[src/hdl/convPkg.sv]
package convPkg;

    // Stream word, carries either a pixel or a coefficient
    typedef logic [7:0] sampleT;

    // Product of one pixel and one coefficient
    typedef logic [15:0] productT;

    // Nine full-scale products fit in 20 bits
    typedef logic [19:0] resultT;

    // Pixel/coefficient pairs in one 3x3 window
    localparam int KernelTaps = 9;

    // Window controller states
    typedef enum logic [1:0] {
        Idle,
        Read,
        Drain,
        Add
    } ctrlStateT;

endpackage

[src/hdl/laneIf.sv]
`timescale 1ns/1ps

interface laneIf import convPkg::*; #(
    parameter int LaneCount = 3
) ();

    // Operands loaded by the controller, one pair per lane
    sampleT                 pixel [LaneCount];
    sampleT                 coeff [LaneCount];
    logic [LaneCount-1:0]   mulStart;

    // Registered lane results
    productT                product [LaneCount];
    logic [LaneCount-1:0]   productValid;

    modport ctrl (output pixel, output coeff, output mulStart);

    modport mult (
        input  pixel, input coeff, input mulStart,
        output product, output productValid
    );

    modport sum (input product, input productValid);

endinterface

[src/hdl/convControl.sv]
`timescale 1ns/1ps

module convControl import convPkg::*; #(
    parameter int LaneCount = 3
) (
    input  logic   Clk,
    input  logic   Rst,
    input  logic   start,
    input  logic   holdCoeffs,
    input  sampleT popData,
    input  logic   empty,
    output logic   pop,
    laneIf.ctrl    lanes,
    output logic   finalAdd,
    output logic   clear,
    input  logic   resultValid
);

    localparam int PtrW  = (LaneCount > 1) ? $clog2(LaneCount) : 1;
    localparam int PairW = $clog2(KernelTaps + 1);

    ctrlStateT        state;
    logic             inputToggle;  // High while the next word is a coefficient
    logic             holdLatched;
    logic             drainCount;
    logic [PtrW-1:0]  lanePtr;
    logic [PairW-1:0] pairCount;

    // Words are taken straight off the FIFO head whenever one is there
    assign pop = (state == Read) && !empty;

    always_ff @(posedge Clk or posedge Rst) begin
        if (Rst) begin
            state          <= Idle;
            inputToggle    <= 1'b0;
            holdLatched    <= 1'b0;
            drainCount     <= 1'b0;
            lanePtr        <= '0;
            pairCount      <= '0;
            clear          <= 1'b0;
            finalAdd       <= 1'b0;
            lanes.mulStart <= '0;
            for (int i = 0; i < LaneCount; i++) begin
                lanes.coeff[i] <= '0;
            end
        end else begin
            // Single-cycle strobes
            lanes.mulStart <= '0;
            clear          <= 1'b0;
            finalAdd       <= 1'b0;

            case (state)
                Idle: begin
                    if (start) begin
                        state       <= Read;
                        holdLatched <= holdCoeffs;
                        clear       <= 1'b1;
                        inputToggle <= 1'b0;
                        lanePtr     <= '0;
                        pairCount   <= '0;
                    end
                end

                Read: begin
                    if (pop) begin
                        inputToggle <= !inputToggle;
                        if (inputToggle) begin
                            // Coefficient word is popped even when the bank is held
                            if (!holdLatched) begin
                                lanes.coeff[lanePtr] <= popData;
                            end
                            lanes.mulStart[lanePtr] <= 1'b1;
                            lanePtr   <= (lanePtr == PtrW'(LaneCount - 1)) ? '0
                                                                           : lanePtr + 1'b1;
                            pairCount <= pairCount + 1'b1;
                            if (pairCount == PairW'(KernelTaps - 1)) begin
                                state      <= Drain;
                                drainCount <= 1'b0;
                            end
                        end
                    end
                end

                // Wait for the last product to reach the accumulator
                Drain: begin
                    drainCount <= 1'b1;
                    if (drainCount) begin
                        state    <= Add;
                        finalAdd <= 1'b1;
                    end
                end

                // Result is held downstream until acknowledged
                Add: begin
                    if (!finalAdd && !resultValid) begin
                        state <= Idle;
                    end
                end

                default: state <= Idle;
            endcase
        end
    end

    always_ff @(posedge Clk) begin
        if (pop && !inputToggle) begin
            lanes.pixel[lanePtr] <= popData;
        end
    end

endmodule

[src/hdl/convEngine.sv]
`timescale 1ns/1ps

module convEngine import convPkg::*; #(
    parameter int LaneCount = 3,
    parameter int FifoDepth = 8
) (
    input  logic   Clk,
    input  logic   Rst,
    input  sampleT inData,
    input  logic   inValid,
    output logic   inReady,
    input  logic   start,
    input  logic   holdCoeffs,
    output resultT result,
    output logic   resultValid,
    input  logic   resultAck
);

    logic   full;
    logic   empty;
    logic   pop;
    sampleT popData;
    logic   finalAdd;
    logic   clear;

    laneIf #(.LaneCount(LaneCount)) lanes ();

    assign inReady = !full;

    // Input side
    sampleFifo #(.FifoDepth(FifoDepth)) uFifo (
        .Clk      (Clk),
        .Rst      (Rst),
        .pushData (inData),
        .push     (inValid),
        .full     (full),
        .popData  (popData),
        .pop      (pop),
        .empty    (empty)
    );

    convControl #(.LaneCount(LaneCount)) uControl (
        .Clk         (Clk),
        .Rst         (Rst),
        .start       (start),
        .holdCoeffs  (holdCoeffs),
        .popData     (popData),
        .empty       (empty),
        .pop         (pop),
        .lanes       (lanes.ctrl),
        .finalAdd    (finalAdd),
        .clear       (clear),
        .resultValid (resultValid)
    );

    laneMultipliers #(.LaneCount(LaneCount)) uMult (
        .Clk   (Clk),
        .Rst   (Rst),
        .lanes (lanes.mult)
    );

    // Output side
    productSum #(.LaneCount(LaneCount)) uSum (
        .Clk         (Clk),
        .Rst         (Rst),
        .lanes       (lanes.sum),
        .clear       (clear),
        .finalAdd    (finalAdd),
        .result      (result),
        .resultValid (resultValid),
        .resultAck   (resultAck)
    );

endmodule

[src/hdl/laneMultipliers.sv]
`timescale 1ns/1ps

module laneMultipliers import convPkg::*; #(
    parameter int LaneCount = 3
) (
    input  logic Clk,
    input  logic Rst,
    laneIf.mult  lanes
);

    // Valid follows the start strobe by one cycle
    always_ff @(posedge Clk or posedge Rst) begin
        if (Rst) begin
            lanes.productValid <= '0;
        end else begin
            lanes.productValid <= lanes.mulStart;
        end
    end

    // One unsigned 8x8 multiplier per lane
    always_ff @(posedge Clk) begin
        for (int i = 0; i < LaneCount; i++) begin
            if (lanes.mulStart[i]) begin
                lanes.product[i] <= productT'(lanes.pixel[i]) * productT'(lanes.coeff[i]);
            end
        end
    end

endmodule

[src/hdl/productSum.sv]
`timescale 1ns/1ps

module productSum import convPkg::*; #(
    parameter int LaneCount = 3
) (
    input  logic   Clk,
    input  logic   Rst,
    laneIf.sum     lanes,
    input  logic   clear,
    input  logic   finalAdd,
    output resultT result,
    output logic   resultValid,
    input  logic   resultAck
);

    resultT acc;
    resultT laneSum;

    // Sum of the products that land this cycle
    always_comb begin
        laneSum = '0;
        for (int i = 0; i < LaneCount; i++) begin
            if (lanes.productValid[i]) begin
                laneSum = laneSum + resultT'(lanes.product[i]);
            end
        end
    end

    always_ff @(posedge Clk or posedge Rst) begin
        if (Rst) begin
            acc         <= '0;
            resultValid <= 1'b0;
        end else begin
            acc <= clear ? '0 : acc + laneSum;
            if (finalAdd) begin
                resultValid <= 1'b1;
            end else if (resultValid && resultAck) begin
                resultValid <= 1'b0;
            end
        end
    end

    always_ff @(posedge Clk) begin
        if (finalAdd) begin
            result <= acc;
        end
    end

endmodule

[src/hdl/sampleFifo.sv]
`timescale 1ns/1ps

module sampleFifo import convPkg::*; #(
    parameter int FifoDepth = 8
) (
    input  logic   Clk,
    input  logic   Rst,
    input  sampleT pushData,
    input  logic   push,
    output logic   full,
    output sampleT popData,
    input  logic   pop,
    output logic   empty
);

    localparam int AddrW = $clog2(FifoDepth);

    sampleT           mem [FifoDepth];
    logic [AddrW-1:0] wrPtr;
    logic [AddrW-1:0] rdPtr;
    logic [AddrW:0]   count;
    logic             doPush;
    logic             doPop;

    // Requests that cannot be served are dropped
    assign doPush = push && !full;
    assign doPop  = pop && !empty;

    assign full  = (count == (AddrW + 1)'(FifoDepth));
    assign empty = (count == '0);

    // Head word is always presented on the pop side
    assign popData = mem[rdPtr];

    always_ff @(posedge Clk) begin
        if (doPush) begin
            mem[wrPtr] <= pushData;
        end
    end

    always_ff @(posedge Clk or posedge Rst) begin
        if (Rst) begin
            wrPtr <= '0;
            rdPtr <= '0;
            count <= '0;
        end else begin
            if (doPush) begin
                wrPtr <= wrPtr + 1'b1;
            end
            if (doPop) begin
                rdPtr <= rdPtr + 1'b1;
            end
            // Simultaneous push and pop leave the occupancy unchanged
            if (doPush && !doPop) begin
                count <= count + 1'b1;
            end else if (doPop && !doPush) begin
                count <= count - 1'b1;
            end
        end
    end

endmodule

[config.mk]
export PLATFORM = sky130hd
export DESIGN_NAME = convEngine
export DESIGN_NICKNAME = d
export VERILOG_FILES = /design/src/hdl/convPkg.sv /design/src/hdl/laneIf.sv /design/src/hdl/convControl.sv /design/src/hdl/convEngine.sv /design/src/hdl/laneMultipliers.sv /design/src/hdl/productSum.sv /design/src/hdl/sampleFifo.sv
export SDC_FILE = /design/constraint.sdc
export NUM_CORES = 1
export LEC_CHECK = 0
export BUFFER_PORTS_ARGS = -buffer_cell sky130_fd_sc_hd__buf_4
export CAP_MARGIN = 20
export CORE_MARGIN = 2
export CORE_UTILIZATION = 50
export CTS_BUF_LIST = sky130_fd_sc_hd__clkbuf_2 sky130_fd_sc_hd__clkbuf_4 sky130_fd_sc_hd__clkbuf_8
export DETAILED_ROUTE_END_ITERATION = 8
export GPL_ROUTABILITY_DRIVEN = 0
export PLACE_DENSITY = 0.68
export SLEW_MARGIN = 10
export SYNTH_ARGS = -nofsm -noshare
export SYNTH_HDL_FRONTEND = slang
export SYNTH_HIERARCHICAL = 1
export SYNTH_SLANG_ARGS = --single-unit
export TNS_END_PERCENT = 5
[constraint.sdc]
create_clock -name Clk -period 5.9 [get_ports Clk]
set_input_delay 1.18 -clock Clk [delete_from_list [all_inputs] [get_ports Clk]]
set_output_delay 1.18 -clock Clk [all_outputs]
set_load 0.005 [all_outputs]
==> flow_summary.toml, run 1 <==
[setup_path]
cp-start-kind = "flop"
worst_path_largest_cell_delay_ns = 0.41
endpoint_kind = "flop"
r2r-start = "uMult/lanes.product[32]"
cp.arrival_ns = 6.15
rrSetupSlack_ns = 0.25
crit_top_cell = "a21oi_1"
reg2reg_to = "uSum/acc[19]"
crit_required_ns = 6.40
cpMaxStageDelayCell = "ha_1"
path_max_fanout = 5
worst-setup-path-type = "flop to flop"
r2r_cells = 28
critical-path-top-delay-family = "compound AO/OA/AOI/OAI gates"
worstPathBufferInverterCount = 3

[floorplanning]
num_rows = 69
design.die.area_sq_um = 37300
coreArea_sq_um = 35400
die_w_um = 193
initial_utilization = 0.505
io_pins = 36
die_h_um = 193

[routing]
drtAntennaViolNets = 0
wl_per_cell_um = 16.8
num_vias = 12100
wl_um = 36900
drc = 0
drt-vias-per-instance = 5.49
first_pass_iters = 5
drt_iter0_drc = 643

[clocking]
cts_tree = "built"
holdBufCountCts = 0
clock_path_buffers = 3
path_clk_slew_ns = 0.07
cts_sinks = 230
cts_max_level = 2
clkLatencyLatePin_ns = 0.59
cts_root_buf = "clkbuf_8"
cts_made_buffers = 40

[yosys]
yosysUniqueCellTypes = 91
synth_edf_count = 156
synthTopCellsByArea = "edfxtp_1 (26%), fa_1 (13%), ha_1 (12%)"
synth_area_per_cell_sq_um = 10.9
ys_seq_elements = 230
synthFlopType = "edfxtp_1"
syn_area_sq_um = 17900
yosys.area.top_type = "edfxtp_1"
syn_nets = 1938
synth_common_cells = "inv_1 (212), ha_1 (168), and2_1 (156), edfxtp_1 (156), nand2_1 (119)"
syn_inst = 1644
synthArstFlopShare = 0.322
yosysSeqAreaShare = 0.365
ys_warn_count = 6
yosysMostFrequentCell = "inv_1"
yosysTopAreaCellShare = 0.262

[timing]
slew_violations = 0
fin_crit_ns = 5.65
period_share = 0.957
finalSetupViolations = 0
max_freq_mhz = 177
hold_viol = 0
fin_worst_skew_ns = 0.0271
slew_headroom = 0.322
worst_pin_slew_ns = 1.02
fin_hold_ws_ns = 0.464

[outcome]
status = "finished clean"

[global_route]
grt_antenna_before_repair = 0
grt_max_degree = 35
grt.overflow.total = 0
first_global_vias = 12300
grt_usage = 0.206
grt_pass1_wl_um = 61200

[place]
port_buffers = 35
hpwl_um = 27900
placed_cells = 2121

[finish]
drive_gt1_frac = 0.125
fillers = 3017
seqCellArea_sq_um = 6540
antennaDiodeCount = 0
layout.cells.non_filler = 2200
nNetsFinal = 2001
multi_input_area_sq_um = 10600
area_growth_pct = 10.3

[run]
max-cap-violations = 0

[hold_path]
holdPathStages = 0
min_from = "uSum/acc[0]"
hp-class = "flop to flop"
hold_path_end = "uSum/result[0]"
## layout make-up
type | instances | share of cell area
clock buffer | 52 | 0.0331
timing repair buffer | 51 | 0.0194
tap | 461 | 0.0292
clock inverter | 22 | 0.0109
inverter | 212 | 0.0403
sequential | 230 | 0.331
multi-input combinational | 1172 | 0.536
## logic make-up after synthesis
group,share of synthesized area
buffers and inverters,0.0533
multiplexers,0.0584
flip-flops,0.365
XOR/XNOR,0.0323
AO/OA/AOI/OAI,0.0993
adder cells (fa/ha/maj),0.244
AND/OR/NAND/NOR,0.147
## routing by layer
metal,global-route usage,vias up,share of wire
met2,0.352,229,0.49
met3,0.0284,56,0.031
met5,0,-,0
met4,0.0626,0,0.023
met1,0.272,5925,0.46
li1,-,5861,-
## state kept, by name, summed over array words and instances, names as in the netlist, 2 cells and up
register                  flops
uFifo/mem                    64
uMult/lanes.product          48
uControl/lanes.coeff         24
uControl/lanes.pixel         24
uSum/acc                     20
uSum/result                  20
uControl/pairCount            4
uFifo/count                   4
uControl/lanes.mulStart       3
uFifo/rdPtr                   3
uFifo/wrPtr                   3
uMult/lanes.productValid      3
uControl/lanePtr              2
uControl/state                2
## worst reg2reg max path, delay by kind of cell (launching register included)
kind                     cells  cell delay, ns
AO/OA/AOI/OAI               11            1.73
XOR/XNOR                     2            0.26
adder cells (fa/ha/maj)      4            1.34
buffers and inverters        3            0.33
flip-flops                   1            0.36
AND/OR/NAND/NOR              8            1.53
## how the worst max path moves through the flow
stage	from	endpoint	slack, ns	cells after the start
2_1_floorplan	uMult/lanes.productValid[0]	uSum/acc[18]	0.22	26
3_3_place_gp	uMult/lanes.productValid[0]	uSum/acc[19]	0.14	25
3_5_place_dp	uMult/lanes.product[32]	uSum/acc[19]	-0.04	26
4_1_cts	uMult/lanes.product[32]	uSum/acc[19]	-0.02	27
5_1_grt	uMult/lanes.product[32]	uSum/acc[19]	-0.07	25
6_report	uMult/lanes.product[32]	uSum/acc[19]	0.25	28
## layout by cell type, fill, tap and decap left out, types with 24 or more instances in the layout
master,n
ha_1,163
a21o_1,27
nand2_1,119
edfxtp_1,156
xor2_1,24
inv_1,212
and2_1,156
dfrtp_1,74
xnor2_1,42
clkbuf_8,42
nor2_1,82
mux2_2,47
buf_4,51
nand3_1,24
a21oi_1,55
fa_1,111
o21ai_0,35
## through the flow
stage | setup WS [ns] | TNS, ns | cell area, sq um | util
2_1_floorplan | 0.216 | 0 | 17900 | -
4_1_cts | -0.0163 | -0.0163 | 19600 | 0.552
3_3_place_gp | 0.140 | 0 | 18700 | 0.527
3_5_place_dp | -0.0401 | -0.0401 | 18700 | 0.527
5_1_grt | -0.0675 | -0.0675 | 19700 | 0.557
6_report | 0.255 | 0 | 19700 | 0.557
## repair_timing
| item | 4_1_cts | 5_1_grt |
|---|---|---|
| setup buffers | 0 | 5 |
| pin swaps | 0 | 17 |
| gates resized for setup | 6 | 27 |
| hold endpoints to repair | 0 | 0 |
| endpoints found under the setup margin | 2 | 6 |
Power of run 1 is not shown: default switching activity piles up to over one toggle a cycle in this logic, so the estimate is an artifact.
==> inputs of run 2 (changes only) <==
--- a/config.mk
+++ b/config.mk
@@ -12,7 +12,7 @@
 export CTS_BUF_LIST = sky130_fd_sc_hd__clkbuf_2 sky130_fd_sc_hd__clkbuf_4 sky130_fd_sc_hd__clkbuf_8
 export DETAILED_ROUTE_END_ITERATION = 8
 export GPL_ROUTABILITY_DRIVEN = 0
-export PLACE_DENSITY = 0.68
+export PLACE_DENSITY_LB_ADDON = 0.12
 export SLEW_MARGIN = 10
 export SYNTH_ARGS = -nofsm -noshare
 export SYNTH_HDL_FRONTEND = slang
==> flow_summary.toml, run 2 (synthesis results as in run 1) <==
[floorplanning]
coreArea_sq_um = 35400
num_rows = 69
initial_utilization = 0.505
io_pins = 36
design.die.area_sq_um = 37300
die_h_um = 193
die_w_um = 193

[routing]
drc = 0
first_pass_iters = 5
wl_per_cell_um = 17.0
drtAntennaViolNets = 0
drt-vias-per-instance = 5.44
drt_iter0_drc = 529
wl_um = 37400
num_vias = 12000

[clocking]
cts_root_buf = "clkbuf_8"
clkLatencyLatePin_ns = 0.59
clock_path_buffers = 3
cts_tree = "built"
cts_max_level = 2
cts_sinks = 230
holdBufCountCts = 0
path_clk_slew_ns = 0.06
cts_made_buffers = 40

[run]
max-cap-violations = 0

[setup_path]
worst-setup-path-type = "flop to flop"
cp-start-kind = "flop"
cp.arrival_ns = 6.12
endpoint_kind = "flop"
worstSetupEndpoint = "uSum/acc[19]"
reg2reg_to = "uSum/acc[19]"
crit_top_cell = "a21oi_1"
rrSetupSlack_ns = 0.26
startpoint = "uMult/lanes.productValid[0]"
worst_path_largest_cell_delay_ns = 0.38
cpMaxStageDelayCell = "dfrtp_1"
path_max_fanout = 5
r2r_cells = 27
crit_required_ns = 6.38
r2r-start = "uMult/lanes.productValid[0]"

[timing]
max_freq_mhz = 177
worst_pin_slew_ns = 1.07
period_share = 0.955
slew_headroom = 0.288
finalSetupViolations = 0
fin_worst_skew_ns = 0.0252
fin_crit_ns = 5.64
slew_violations = 0
hold_viol = 0

[global_route]
grtUsageMet3 = 0.0364
grt_antenna_before_repair = 1
grt.overflow.total = 0
grt_usage = 0.211
grt_pass1_wl_um = 62000
first_global_vias = 12300
grt_max_degree = 27
grt.met2_usage = 0.347
top_usage_layer = "met2"
use_met1 = 0.285

[finish]
top_register = "uFifo/mem"
nNetsFinal = 2003
largestRegisters = "uFifo/mem (64), uMult/lanes.product (48)"
seqCellArea_sq_um = 6540
final_common_cell = "inv_1"
final_cell_mix = "inv_1 (212), ha_1 (163), and2_1 (156), edfxtp_1 (156), nand2_1 (119)"
fillers = 3082
largest_register_ff_count = 64
antennaDiodeCount = 0
area_growth_pct = 10.3
layout.cells.non_filler = 2202
multi_input_area_sq_um = 10500
drive_gt1_frac = 0.125

[place]
placed_cells = 2122
port_buffers = 35
hpwl_um = 28500

[hold_path]
hp-class = "flop to flop"
holdPathStages = 0

[outcome]
status = "finished clean"
run 2: worst min path at each step:
stage | startpoint | endpoint | slack [ns]
after floorplan | uSum/acc[0] | uSum/result[0] | 0.43
final | uSum/acc[0] | uSum/result[0] | 0.46
after CTS | uSum/acc[0] | uSum/result[0] | 0.46
after detailed placement | uSum/acc[0] | uSum/result[0] | 0.45
after global placement | uSum/acc[0] | uSum/result[0] | 0.43
after global routing | uSum/acc[0] | uSum/result[0] | 0.47
run 2: critical path: cells and delay by family, from the launching register on:
family / cells / cell delay (ns)
AOI/OAI and AO/OA: 9 / 1.61
xor gates and xnor gates: 1 / 0.13
adders and majority gates: 4 / 1.17
buffers and inverters: 2 / 0.25
DFF: 1 / 0.38
muxes: 1 / 0.29
and+or+nand+nor: 10 / 1.74
run 2: through the flow:
step	util	TNS, ns	cell area [sq um]	setup WS [ns]	hold slack (ns)
2_1_floorplan	-	0	17900	0.216	0.431
3_3_place_gp	0.527	0	18700	0.107	0.435
3_5_place_dp	0.527	0	18700	0.0143	0.448
4_1_cts	0.552	0	19500	0.0549	0.463
5_1_grt	0.557	-0.0879	19700	-0.0467	0.468
6_report	0.557	0	19700	0.263	0.457
run 2: cell type report:
| class | instances | area share |
|---|---|---|
| clock buffer | 56 | 0.0349 |
| clock inverter | 18 | 0.00812 |
| inverter | 212 | 0.0403 |
| multi-input combinational | 1172 | 0.535 |
| sequential | 230 | 0.331 |
| tap | 461 | 0.0292 |
| timing repair buffer | 53 | 0.0214 |
run 2: per-layer routing:
layer  wire length [um]  vias up
met5                  0        -
met4               1100        0
met3               1530       71
met2              17300      234
met1              17400     5821
li1                   -     5862
run 2: timing repair:
action                     in CTS  in global routing
cloned                          0                  0
setup endpoints to repair       1                  6
gates resized for setup         3                 26
pin swaps                       0                 13
buffers inserted                0                  5
Power of run 2 is left out for the same reason.
